[src/hw/periph_pkg.sv]
package periph_pkg;

    // Bus and address map
    localparam int ADDR_W    = 11;
    localparam int NUM_SLOTS = 16;
    localparam int OFFSET_W  = 6;

    typedef logic [31:0] word_t;
    typedef logic [7:0]  byte_t;
    typedef logic [1:0]  size_t;
    typedef logic [3:0]  slot_idx_t;

    // Access size codes, shared by the read and write requests
    localparam size_t SIZE_BYTE = 2'd0;
    localparam size_t SIZE_HALF = 2'd1;
    localparam size_t SIZE_WORD = 2'd2;
    localparam size_t SIZE_NONE = 2'd3;

    // Top two address bits that select the byte bank
    localparam logic [1:0] BYTE_BANK_TAG = 2'b10;

    // Populated slots
    localparam slot_idx_t SLOT_GPIO         = 4'd1;
    localparam slot_idx_t SLOT_SCRATCH_WORD = 4'd3;
    localparam slot_idx_t SLOT_SCRATCH_BYTE = 4'd0;

    // Output pin source: bank and slot
    typedef struct packed {
        logic      use_byte_bank;
        slot_idx_t slot_idx;
    } pin_func_t;

    // Decoded request seen by every slot
    typedef struct packed {
        logic [OFFSET_W-1:0] offset;
        word_t               wdata;
        size_t               wsize;
        logic                read;
    } bus_req_t;

    // One-hot slot selection, at most one bit set over both masks
    typedef struct packed {
        logic [NUM_SLOTS-1:0] word_sel;
        logic [NUM_SLOTS-1:0] byte_sel;
    } slot_sel_t;

endpackage

[src/hw/periph_bus_decode.sv]
`timescale 1ns/1ps

module periph_bus_decode (
    input  logic [periph_pkg::ADDR_W-1:0] i_addr,
    input  periph_pkg::word_t             i_data_in,
    input  periph_pkg::size_t             i_data_write_n,
    input  periph_pkg::size_t             i_data_read_n,
    output periph_pkg::slot_sel_t         o_sel,
    output periph_pkg::bus_req_t          o_req
);
    import periph_pkg::*;

    logic      byte_bank;
    slot_idx_t slot;

    assign byte_bank = (i_addr[ADDR_W-1 -: 2] == BYTE_BANK_TAG);

    // Byte slots are 16 bytes wide, word slots 64 bytes
    assign slot = byte_bank ? i_addr[7:4] : i_addr[9:6];

    always_comb begin
        o_sel = '0;
        if (byte_bank) begin
            o_sel.byte_sel[slot] = 1'b1;
        end else begin
            o_sel.word_sel[slot] = 1'b1;
        end
    end

    // Byte slots only see the low four offset bits
    assign o_req.offset = byte_bank ? {2'b00, i_addr[3:0]} : i_addr[OFFSET_W-1:0];
    assign o_req.wdata  = i_data_in;
    assign o_req.wsize  = i_data_write_n;
    assign o_req.read   = (i_data_read_n != SIZE_NONE);

endmodule

[src/hw/periph_gpio.sv]
`timescale 1ns/1ps

module periph_gpio #(
    parameter int NUM_PINS = 8
) (
    input  logic                  clk,
    input  logic                  rst_n,
    input  logic                  i_sel_word,
    input  periph_pkg::bus_req_t  i_req,
    input  periph_pkg::byte_t     i_ui_in,
    output periph_pkg::word_t     o_rdata,
    output periph_pkg::byte_t     o_pins,
    output periph_pkg::pin_func_t o_func [NUM_PINS]
);
    import periph_pkg::*;

    // Register map within the slot
    localparam logic [OFFSET_W-1:0] OFS_GPIO_OUT = 6'd0;
    localparam logic [OFFSET_W-1:0] OFS_GPIO_IN  = 6'd4;

    byte_t     gpio_out;
    pin_func_t func_q [NUM_PINS];
    logic      wr_en;
    logic      func_hit;
    logic [2:0] func_idx;

    assign wr_en = i_sel_word && (i_req.wsize != SIZE_NONE);

    // Pin selects live at 32 + 4*n
    assign func_hit = i_req.offset[5] && (i_req.offset[1:0] == 2'b00);
    assign func_idx = i_req.offset[4:2];

    always_ff @(posedge clk) begin
        if (!rst_n) begin
            gpio_out <= '0;
        end else if (wr_en && (i_req.offset == OFS_GPIO_OUT)) begin
            gpio_out <= i_req.wdata[7:0];
        end
    end

    for (genvar n = 0; n < NUM_PINS; n++) begin : g_func
        always_ff @(posedge clk) begin
            if (!rst_n) begin
                // Every pin follows the GPIO output after reset
                func_q[n] <= '{use_byte_bank: 1'b0, slot_idx: SLOT_GPIO};
            end else if (wr_en && func_hit && (func_idx == 3'(n))) begin
                func_q[n] <= pin_func_t'(i_req.wdata[4:0]);
            end
        end
    end

    always_comb begin
        o_rdata = '0;
        if (i_req.offset == OFS_GPIO_OUT) begin
            o_rdata = word_t'(gpio_out);
        end else if (i_req.offset == OFS_GPIO_IN) begin
            o_rdata = word_t'(i_ui_in);
        end else if (func_hit && (func_idx < NUM_PINS)) begin
            o_rdata = word_t'(func_q[func_idx]);
        end
    end

    assign o_pins = gpio_out;
    assign o_func = func_q;

endmodule

[src/hw/periph_scratch.sv]
`timescale 1ns/1ps

module periph_scratch #(
    parameter type payload_t = periph_pkg::word_t
) (
    input  logic                 clk,
    input  logic                 rst_n,
    input  logic                 i_sel,
    input  periph_pkg::bus_req_t i_req,
    output payload_t             o_rdata,
    output periph_pkg::byte_t    o_pins
);
    import periph_pkg::*;

    payload_t data_q;
    word_t    lane_mask;
    logic     wr_en;

    assign wr_en = i_sel && (i_req.wsize != SIZE_NONE) && (i_req.offset == '0);

    // Lanes covered by the write size, clipped to the payload below
    always_comb begin
        case (i_req.wsize)
            SIZE_BYTE: lane_mask = 32'h0000_00ff;
            SIZE_HALF: lane_mask = 32'h0000_ffff;
            SIZE_WORD: lane_mask = 32'hffff_ffff;
            default:   lane_mask = 32'h0000_0000;
        endcase
    end

    always_ff @(posedge clk) begin
        if (!rst_n) begin
            data_q <= '0;
        end else if (wr_en) begin
            data_q <= (data_q & ~payload_t'(lane_mask)) |
                      (payload_t'(i_req.wdata) & payload_t'(lane_mask));
        end
    end

    assign o_rdata = data_q;
    assign o_pins  = byte_t'(data_q);

endmodule

[src/hw/periph_read_return.sv]
`timescale 1ns/1ps

module periph_read_return (
    input  logic                   clk,
    input  logic                   rst_n,
    input  periph_pkg::slot_sel_t  i_sel,
    input  periph_pkg::bus_req_t   i_req,
    input  periph_pkg::word_t      i_word_rdata [periph_pkg::NUM_SLOTS],
    input  periph_pkg::byte_t      i_byte_rdata [periph_pkg::NUM_SLOTS],
    input  logic                   i_data_read_complete,
    output periph_pkg::word_t      o_data_out,
    output logic                   o_data_ready
);
    import periph_pkg::*;

    word_t slot_data;
    word_t data_q;
    logic  hold_q;
    logic  ready_q;
    logic  capture;

    // Selection is one-hot, so an OR of the gated slots is the mux
    always_comb begin
        slot_data = '0;
        for (int i = 0; i < NUM_SLOTS; i++) begin
            if (i_sel.word_sel[i]) begin
                slot_data = slot_data | i_word_rdata[i];
            end
            if (i_sel.byte_sel[i]) begin
                slot_data = slot_data | word_t'(i_byte_rdata[i]);
            end
        end
    end

    assign capture = i_req.read && !hold_q;

    always_ff @(posedge clk) begin
        if (!rst_n) begin
            hold_q  <= 1'b0;
            ready_q <= 1'b0;
        end else begin
            if (i_data_read_complete) begin
                hold_q <= 1'b0;
            end
            if (capture) begin
                hold_q <= 1'b1;
            end
            ready_q <= i_req.read;
        end
    end

    // Frozen until the core signals read complete
    always_ff @(posedge clk) begin
        if (capture) begin
            data_q <= slot_data;
        end
    end

    assign o_data_out   = data_q;
    assign o_data_ready = ready_q || (i_req.wsize != SIZE_NONE);

endmodule

[src/hw/periph_pin_mux.sv]
`timescale 1ns/1ps

module periph_pin_mux #(
    parameter int NUM_PINS = 8
) (
    input  periph_pkg::pin_func_t i_func      [NUM_PINS],
    input  periph_pkg::byte_t     i_word_pins [periph_pkg::NUM_SLOTS],
    input  periph_pkg::byte_t     i_byte_pins [periph_pkg::NUM_SLOTS],
    output periph_pkg::byte_t     o_uo_out
);

    // Pin n only ever takes bit n of its source slot
    always_comb begin
        o_uo_out = '0;
        for (int n = 0; n < NUM_PINS; n++) begin
            if (i_func[n].use_byte_bank) begin
                o_uo_out[n] = i_byte_pins[i_func[n].slot_idx][n];
            end else begin
                o_uo_out[n] = i_word_pins[i_func[n].slot_idx][n];
            end
        end
    end

endmodule

[src/hw/periph_top.sv]
`timescale 1ns/1ps

module periph_top #(
    parameter int NUM_PINS = 8
) (
    input  logic                          clk,
    input  logic                          rst_n,
    input  periph_pkg::byte_t             i_ui_in,
    input  logic [periph_pkg::ADDR_W-1:0] i_addr,
    input  periph_pkg::word_t             i_data_in,
    input  periph_pkg::size_t             i_data_write_n,
    input  periph_pkg::size_t             i_data_read_n,
    input  logic                          i_data_read_complete,
    output periph_pkg::byte_t             o_uo_out,
    output periph_pkg::word_t             o_data_out,
    output logic                          o_data_ready
);
    import periph_pkg::*;

    slot_sel_t sel;
    bus_req_t  req;
    word_t     word_rdata [NUM_SLOTS];
    byte_t     byte_rdata [NUM_SLOTS];
    byte_t     word_pins  [NUM_SLOTS];
    byte_t     byte_pins  [NUM_SLOTS];
    pin_func_t pin_func   [NUM_PINS];

    periph_bus_decode u_bus_decode (
        .i_addr         (i_addr),
        .i_data_in      (i_data_in),
        .i_data_write_n (i_data_write_n),
        .i_data_read_n  (i_data_read_n),
        .o_sel          (sel),
        .o_req          (req)
    );

    periph_gpio #(
        .NUM_PINS (NUM_PINS)
    ) u_gpio (
        .clk        (clk),
        .rst_n      (rst_n),
        .i_sel_word (sel.word_sel[SLOT_GPIO]),
        .i_req      (req),
        .i_ui_in    (i_ui_in),
        .o_rdata    (word_rdata[SLOT_GPIO]),
        .o_pins     (word_pins[SLOT_GPIO]),
        .o_func     (pin_func)
    );

    periph_scratch #(
        .payload_t (word_t)
    ) u_scratch_word (
        .clk     (clk),
        .rst_n   (rst_n),
        .i_sel   (sel.word_sel[SLOT_SCRATCH_WORD]),
        .i_req   (req),
        .o_rdata (word_rdata[SLOT_SCRATCH_WORD]),
        .o_pins  (word_pins[SLOT_SCRATCH_WORD])
    );

    periph_scratch #(
        .payload_t (byte_t)
    ) u_scratch_byte (
        .clk     (clk),
        .rst_n   (rst_n),
        .i_sel   (sel.byte_sel[SLOT_SCRATCH_BYTE]),
        .i_req   (req),
        .o_rdata (byte_rdata[SLOT_SCRATCH_BYTE]),
        .o_pins  (byte_pins[SLOT_SCRATCH_BYTE])
    );

    // Empty slots read as zero and drive no pins
    for (genvar s = 0; s < NUM_SLOTS; s++) begin : g_empty
        if (s != SLOT_GPIO && s != SLOT_SCRATCH_WORD) begin : g_word
            assign word_rdata[s] = '0;
            assign word_pins[s]  = '0;
        end
        if (s != SLOT_SCRATCH_BYTE) begin : g_byte
            assign byte_rdata[s] = '0;
            assign byte_pins[s]  = '0;
        end
    end

    periph_read_return u_read_return (
        .clk                  (clk),
        .rst_n                (rst_n),
        .i_sel                (sel),
        .i_req                (req),
        .i_word_rdata         (word_rdata),
        .i_byte_rdata         (byte_rdata),
        .i_data_read_complete (i_data_read_complete),
        .o_data_out           (o_data_out),
        .o_data_ready         (o_data_ready)
    );

    periph_pin_mux #(
        .NUM_PINS (NUM_PINS)
    ) u_pin_mux (
        .i_func      (pin_func),
        .i_word_pins (word_pins),
        .i_byte_pins (byte_pins),
        .o_uo_out    (o_uo_out)
    );

endmodule

[config.mk]
export PLATFORM = sky130hd
export DESIGN_NAME = periph_top
export DESIGN_NICKNAME = d
export VERILOG_FILES = /design/src/hw/periph_pkg.sv /design/src/hw/periph_bus_decode.sv /design/src/hw/periph_gpio.sv /design/src/hw/periph_scratch.sv /design/src/hw/periph_read_return.sv /design/src/hw/periph_pin_mux.sv /design/src/hw/periph_top.sv
export SDC_FILE = /design/constraint.sdc
export NUM_CORES = 1
export LEC_CHECK = 0
export BUFFER_PORTS_ARGS = -buffer_cell sky130_fd_sc_hd__buf_2
export CAP_MARGIN = 20
export CELL_PAD_IN_SITES_DETAIL_PLACEMENT = 0
export CELL_PAD_IN_SITES_GLOBAL_PLACEMENT = 1
export CORE_MARGIN = 1
export CORE_UTILIZATION = 40
export CTS_BUF_LIST = sky130_fd_sc_hd__clkbuf_8
export CTS_CLUSTER_DIAMETER = 100
export DETAILED_ROUTE_END_ITERATION = 6
export PLACE_DENSITY = 0.81
export SLEW_MARGIN = 20
export SYNTH_ARGS = -nofsm -noshare
export SYNTH_HDL_FRONTEND = slang
export SYNTH_SLANG_ARGS = --single-unit
[constraint.sdc]
create_clock -name clk -period 2.65 [get_ports clk]
set_input_delay 0.1325 -clock clk [delete_from_list [all_inputs] [get_ports clk]]
set_output_delay 0.1325 -clock clk [all_outputs]
set_load 0.005 [all_outputs]
# Yosys cells after proc, flatten, opt, wreduce, memory -nomap -nowiden
# Index checks and enable logic that the tools add are counted.
# Widths: inputs -> output; s select.
[totals]
regBits = 122
[op_classes]
magnitude_cmp = 11
n_bitwise = 19
eq_ne = 13
reduce_logical = 25
muxes = 74
[ops]
columns = ["operator", "n"]
rows = [
  ["$bmux 8 s4", 16],
  ["$mux 32", 4],
  ["$pmux 32 s3", 1],
  ["$and 32x32->32", 2],
  ["$or 32x32->32", 2],
  ["$ge 5x5->1 const B", 8],
  ["$mux 8", 5],
  ["$not 4->5", 8],
  ["$mux 5", 7],
  ["$not 32->32", 1],
  ["$or 8x32->32", 1],
  ["$mux 6", 5],
  ["$mux 7", 4],
  ["$mux 4", 6],
  ["$logic_and 1x1->1", 18],
  ["$and 8x8->8", 2],
  ["$mux 1", 16],
  ["$bmux 5 s3", 1],
  ["$eq 3x3->1 const B", 4],
  ["$mux 3", 4],
  ["$mux 2", 4],
  ["$not 8->8", 1],
  ["$or 8x8->8", 1],
  ["$eq 3x2->1 const B", 2],
  ["16 further kinds", 19],
]

# Logic depth before layout (Yosys ltp)
# Gate-level depths: netlist of the first run.
[logic_depth]
ltp_word = 13
mapped_depth = 7
ltp_nobuf = 6

# Hierarchy
# From an unflattened synthesis of the first run, not the netlist that was laid out.
[hier_totals]
hier_cells = 1377
area_unflattened_um2 = 11903.9
[modules_own_cells]
columns = ["module", "cells_per_inst", "area_each_um2", "instances"]
rows = [
  ["periph_read_return", 487, 4384.2, 1],
  ["periph_gpio", 273, 2605.0, 1],
  ["periph_pin_mux", 325, 2532.4, 1],
  ["periph_scratch (u_scratch_word)", 155, 1422.6, 1],
  ["periph_bus_decode", 89, 550.5, 1],
  ["periph_scratch (u_scratch_byte)", 47, 405.4, 1],
  ["periph_top", 1, 3.8, 1],
]

# Worst setup path after synthesis of the first run
# No wires, ideal clock.
[synth_timing]
kind = "register to register"
from = "reg u_read_return.hold_q"
to = "reg u_read_return.data_q[0] (netlist: u_read_return.o_data_out[0]), enable pin"
t_required_ns = 2.216
path_stages_with_launch = 2
setup_ns = 0.434
t_arrival_ns = 1.912
setup_slack_ns = 0.304
period_less_slack_ns = 2.346
path_buffers = 0
path_cell_list = "dfxtp_1 > a21oi_1"
[synth_between]
elab_chain_len = 2
[synth_rtl]
columns = ["element", "line_no", "text"]
rows = [
  ["start, declared", "periph_read_return.sv:18", "logic hold_q;"],
  ["start signal, assigned", "periph_read_return.sv:39", "hold_q <= 1'b0;"],
  ["start signal, assigned", "periph_read_return.sv:43", "hold_q <= 1'b0;"],
  ["start signal, assigned", "periph_read_return.sv:46", "hold_q <= 1'b1;"],
  ["$logic_not 1->1", "periph_read_return.sv:35", "assign capture = i_req.read && !hold_q;"],
  ["$logic_and 1x1->1", "periph_read_return.sv:35", ""],
  ["net u_read_return.capture", "periph_read_return.sv:20", "logic capture;"],
  ["end signal, assigned", "periph_read_return.sv:55", "data_q <= slot_data;"],
  ["end, declared", "periph_read_return.sv:17", "word_t data_q;"],
]
# The timed path passes the listed nets, and every way through them passes these cells.
# A chain may end at the register's enable or synchronous reset.

==> results of run 1 <==
## metrics by stage
step	std cells	hold WS, ns	setup WS [ns]	power [W]
floorplan	519	0.239	0.304	0.00212
global placement	773	0.376	0.480	0.00225
detailed placement	773	0.385	0.321	0.00226
CTS	833	0.00375	0.761	0.00397
global route	833	0.0133	0.642	0.00409
finish	833	0.0203	0.792	0.00394
## placed cells by master (no fill, tap or decap), drive strengths merged, types with 6 or more instances in the layout
cell type    netlist  layout
nor3              10      10
inv               14      16
a22oi             11      11
edfxtp            32      32
a31oi              8       8
mux2i             68      68
dlygate4sd3        0      28
nor2b             37      37
dfxtp             90      90
nor4b              6       6
mux4              10      10
clkbuf            19      17
nor2               7       7
buf               13     110
and3              26      26
clkinv             0       7
nand3             26      26
o21ai             37      37
nand2             62      62
## report_power, final
part           internal, W  switching (W)  leakage (nW)
registers          0.00195      0.0000103          1.06
logic             0.000125       0.000162          1.59
clock network     0.000930       0.000759         0.200
total              0.00300       0.000932          2.85
## worst max-delay path, stage by stage
cell,delay (ns)
buf_2,0.12
nand2b_1,0.36
a2111oi_0,0.53
buf_4,0.19
nand4b_1,0.44
mux2i_1,0.33
nor2b_1,0.06
## cell families (layout without fill, tap and decap cells)
| kind of cell | Yosys count | after routing |
|---|---|---|
| AOI/OAI and AO/OA | 73 | 73 |
| adders and majority gates | 2 | 2 |
| buffers and inverters | 46 | 184 |
| DFF | 122 | 122 |
| muxes | 82 | 82 |
| and+or+nand+nor | 194 | 194 |
## final cells by class
cell class	count	share of cell area (%)
Tap cell	176	3.19
Inverter	14	0.761
Clock inverter	15	2.54
Timing Repair Buffer	138	12.7
Sequential cell	122	40.0
Clock buffer	17	3.39
Multi-Input combinational cell	351	37.4
## path summary, 6_finish.rpt
kind	endpoint	slack [ns]	depth (start not counted)
setup / recovery	register	0.79	7
setup reg to reg	u_read_return.o_data_out[1]$_DFFE_PP_	0.98	5
hold reg to reg	register	0.47	2
hold / removal	u_read_return.hold_q$_SDFFE_PN0P_	0.02	3
## metal layers
layer  up-vias  GRT usage, %
li1       2133             -
met1      2081          27.3
met2       170          33.1
met3        15          4.66
met4         0          6.33
met5         -             0
## synth_stat cells (3+ instances only)
library cell  instances
inv_1                14
a311oi_1              4
nor2b_1              37
nor3b_1               4
dfxtp_1              90
a22oi_1              11
o21ai_0              37
clkbuf_1             19
mux2_2                4
edfxtp_1             32
nor2_1                6
nor4b_1               4
mux2i_1              68
buf_2                 8
and3_1               26
nand3_1              26
nor3_1                8
nand2_1              59
a31oi_1               8
o22ai_1               4
nand2_2               3
mux4_2               10
nand2b_1              3
## what timing repair did
item	in CTS	in global routing
endpoints found under the hold margin	28	0
endpoints found under the setup margin	0	0
hold buffers	28	0
==> flow_summary.ini, run 1 <==
[run_status]
status = complete, no violations

[pwr]
power.density_nw_per_um2 = 570
ir_worst_vdd_uv = 274
leakagePower_nw = 2.85

[floorplanning]
dieHeight_um = 120
die_x_um = 120
start_util_pct = 41.5
ios = 99
coreArea_um2 = 13300
row_count = 42
dieArea_um2 = 14300

[cells_and_area]
synthToLayoutAreaGrowth_pct = 24.7
n_fill_cell = 1237
regArea_um2 = 2760
multiInputGateArea_um2 = 2580
nets = 704
n_antenna_cell = 0
drive_above_1_share_pct = 25.7
fin_area_um2 = 6900
final_core_util_pct = 51.7

[run]
maxCapViolCount = 0

[worst_setup_path]
worstPathMaxFanout = 10
critPathCaptureType = register
critPathLaunchType = input pin
setup.worst_path.class = in2reg
crit-reg2reg-launch = u_gpio.o_func[1]$_SDFFE_PN0P_
required_ns = 2.97
setup.worst_path.start = i_addr[9]
worstPathArrival_ns = 2.18

[hold_path]
hold_class = in2reg
hold_start = i_data_read_complete

[routing]
drt_wl_total_um = 14300
drc_errors = 0
wl_met3_um = 812
drt_iter0_markers = 357
via_per_inst = 5.28
met2_length_um = 6600
wire_per_inst_um = 17.1
drt-met1-wl_um = 6690
dr.pass1.iters = 5
vias = 4399
ant_nets = 0
top_layer_used = met4

[timing]
period_minus_slack_ns = 1.86
finalCritPeriodShare_pct = 70.1
fmaxAchievable_mhz = 538
fin_setup_tns_ns = 0
maxSlewHeadroom_pct = 60.7
rsz0062_at_grt = false
fin_skew_ns = 0.00954
setup_violations = 0
slew_viol_final = 0
worst_pin_slew_ns = 0.589
hold_viol = 0

[clock_tree]
cts.htree.levels = 4
ctsResizeCount = 0
cts_tree = yes
cts.path.max_buffers = 2
cts_setup_buffers = 0
insertion_delay_ns = 0.43
cts_root_buf = clkbuf_8
clock-sinks = 122
clk_pin_slew_ns = 0.07
numCtsBuffers = 17

[synthesis]
netlist_instances = 519
synth_cell_types = 47
async_reset_ff_share_pct = 0
synth_top_area_cell = dfxtp_1
ys_seq_area_share_pct = 49.9
synthAdderAreaFrac_pct = 0.452
syn_nets = 579
synthSimpleGateAreaFrac_pct = 19.9
ys.flop_type = dfxtp_1
syn_avg_cell_area_um2 = 10.7
synth-seq-cells = 122
synth_xor_xnor_area_share_pct = 0
synth_mux_area_share_pct = 17.2
synth_edf_count = 32
ys_warn_count = 0
netlist_area_um2 = 5530
synth_top_area_share_pct = 32.6
synth_area_leaders = dfxtp_1 33%, edfxtp_1 17%, mux2i_1 12%
synth_top_family_by_area = simple AND/OR/NAND/NOR gates
synth-compound-area-share_pct = 8.93

[placement]
dp_hpwl_um = 9980
dpl-instance-area_um2 = 6210
gp_congestion = 0.806
portBuffers = 98

[global_routing]
grt_max_degree = 51
grt_pass1_vias = 4364
track_usage_pct = 20.5
grt_overflow = 0
grt_first_pass_wirelength_um = 22600
antenna_found_initial = 0
(Power assumes the default switching activity.)
==> run 2: changes to the inputs <==
--- a/config.mk
+++ b/config.mk
@@ -14,7 +14,7 @@
 export CTS_BUF_LIST = sky130_fd_sc_hd__clkbuf_8
 export CTS_CLUSTER_DIAMETER = 100
 export DETAILED_ROUTE_END_ITERATION = 6
-export PLACE_DENSITY = 0.81
+export PLACE_DENSITY = 0.84
 export SLEW_MARGIN = 20
 export SYNTH_ARGS = -nofsm -noshare
 export SYNTH_HDL_FRONTEND = slang
==> constraint.sdc (replaced) <==
create_clock -name clk -period 1.6 [get_ports clk]
set_input_delay 0.08 -clock clk [delete_from_list [all_inputs] [get_ports clk]]
set_output_delay 0.08 -clock clk [all_outputs]
set_load 0.005 [all_outputs]
==> flow_summary.ini, run 2 (same netlist as run 1, synthesis figures left out) <==
[run_status]
status = finished with violations
violations = negative setup slack

[cells_and_area]
nets = 785
synthToLayoutAreaGrowth_pct = 42.1
multiInputGateArea_um2 = 2800
layout_commonest_cell = buf_2
n_fill_cell = 1092
final_cell_mix = 98 x buf_2, 74 x buf_4, 67 x mux2i_1
regArea_um2 = 2800
n_antenna_cell = 0
drive_above_1_share_pct = 40.7

[routing]
drc_errors = 0
wire_per_inst_um = 16.8
dr.pass1.iters = 5
drt_wl_total_um = 15400
via_per_inst = 5.27
ant_nets = 0
drt_iter0_markers = 415
vias = 4816

[clock_tree]
insertion_delay_ns = 0.43
clk_pin_slew_ns = 0.07
numCtsBuffers = 17
clock-sinks = 122
cts.path.max_buffers = 2
cts.htree.levels = 4
cts_root_buf = clkbuf_8
cts_tree = yes

[floorplanning]
die_x_um = 120
dieArea_um2 = 14300
ios = 99
coreArea_um2 = 13300
row_count = 42
start_util_pct = 41.5
dieHeight_um = 120

[timing]
layout_setup_ws_ns = -0.0679
setup_violations = 10
fin_setup_tns_ns = -0.387
finalCritPeriodShare_pct = 104
fmaxAchievable_mhz = 600
period_minus_slack_ns = 1.67
hold_viol = 0
worst_pin_slew_ns = 0.367
rsz0062_at_grt = true
fin_skew_ns = 0.00767
slew_viol_final = 0
maxSlewHeadroom_pct = 75.5

[worst_setup_path]
required_ns = 1.78
worstPathMaxFanout = 3
setup.worst_path.start = u_gpio.o_func[21]$_SDFFE_PN0P_
crit-reg2reg-launch = u_gpio.o_func[21]$_SDFFE_PN0P_
slowest_delay_ns = 0.47
critPathLaunchType = register
worstPathArrival_ns = 1.85
crit_chain = buf_6 > mux4_2 > inv_2 > o22ai_2 > a311oi_1 > o21ai_1
path_buf_inv = 2
critPathCaptureType = register
crit_family = multiplexers
setup.worst_path.class = reg2reg
slowest_stage = mux4_2

[pwr]
ir_worst_vdd_uv = 474
clkPwrFrac_pct = 43.4
leakagePower_nw = 3.35
sequentialPowerShare_pct = 48.6
switching_power_w = 0.00160
swShare_pct = 24.0
combPwrFrac_pct = 8.1
power.density_nw_per_um2 = 848
intPower_w = 0.00507

[placement]
portBuffers = 98
gp_congestion = 0.941
dp_hpwl_um = 10700
post-place-ws_ns = -0.205

[global_routing]
grt_first_pass_wirelength_um = 24800
track_usage_pct = 22.4
grt_max_degree = 46
grt_overflow = 0
grt_pass1_vias = 4956
antenna_found_initial = 0

[hold_path]
hold_class = in2reg
hold_start = i_data_in[3]

[run]
maxCapViolCount = 0
## run 2: changes by cell type in the layout (fill, tap and decap cells not counted), sizes merged
| cell | previous run | this run |
|---|---|---|
| dlygate4sd3 | 28 | 31 |
| clkinv | 7 | 5 |
| clkbuf | 17 | 18 |
| buf | 110 | 188 |
| inv | 16 | 17 |
## run 2: what timing repair did
item / CTS / global route
buffers inserted: 9 / 3
gates cloned: 0 / 0
hold endpoints to repair: 37 / 0
pin swaps: 16 / 13
setup endpoints to repair: 8 / 12
resized for setup: 59 / 24
hold buffers: 31 / 0
## run 2: cell type report
class	instances	share of cell area, %
multi-input cells	351	35.7
flip-flops and latches	122	35.5
repair buffers	219	20.0
clock buffers	18	3.15
well taps	176	2.80
clock inverters	14	2.16
inverters	14	0.700
## run 2: power by group through the flow
| stage | registers, W | logic, W | clock network, W |
|---|---|---|---|
| global route | 0.00325 | 0.000582 | 0.00308 |
| floorplan | 0.00332 | 0.000193 | 0 |
| detailed placement | 0.00332 | 0.000468 | 0 |
| finish | 0.00324 | 0.000537 | 0.00289 |
| CTS | 0.00324 | 0.000529 | 0.00293 |
| global placement | 0.00331 | 0.000463 | 0 |
## run 2: per-stage QoR
step	instances	total power [W]	hold WS [ns]	instance area (µm²)	utilization, %
finish	914	0.00667	0.0361	7860	58.9
detailed placement	841	0.00378	0.336	6760	50.7
global route	914	0.00691	0.0313	7860	58.9
global placement	841	0.00378	0.331	6760	50.7
CTS	911	0.00670	0.0246	7780	58.3
floorplan	519	0.00352	0.186	5550	-
## run 2: per-layer routing
layer  routed length, µm  global-route usage, %
met5                   0                      0
met4                 413                   10.5
met3                 987                   4.90
met2                7240                   36.6
met1                6720                   28.3
## run 2: path summary, 6_finish.rpt
path,endpoint,slack [ns],depth (start not counted)
setup / recovery,u_read_return.o_data_out[1]$_DFFE_PP_,-0.07,6
setup reg to reg,u_read_return.o_data_out[1]$_DFFE_PP_,-0.07,6
hold / removal,u_gpio.o_func[18]$_SDFFE_PN0P_,0.04,3
hold reg to reg,register,0.47,2
## run 2: worst reg2reg max path: stages (launching register included)
cell and delay, ns:
dfxtp_4 0.37, buf_6 0.12, mux4_2 0.47, inv_2 0.06, o22ai_2 0.06, a311oi_1 0.25, o21ai_1 0.09
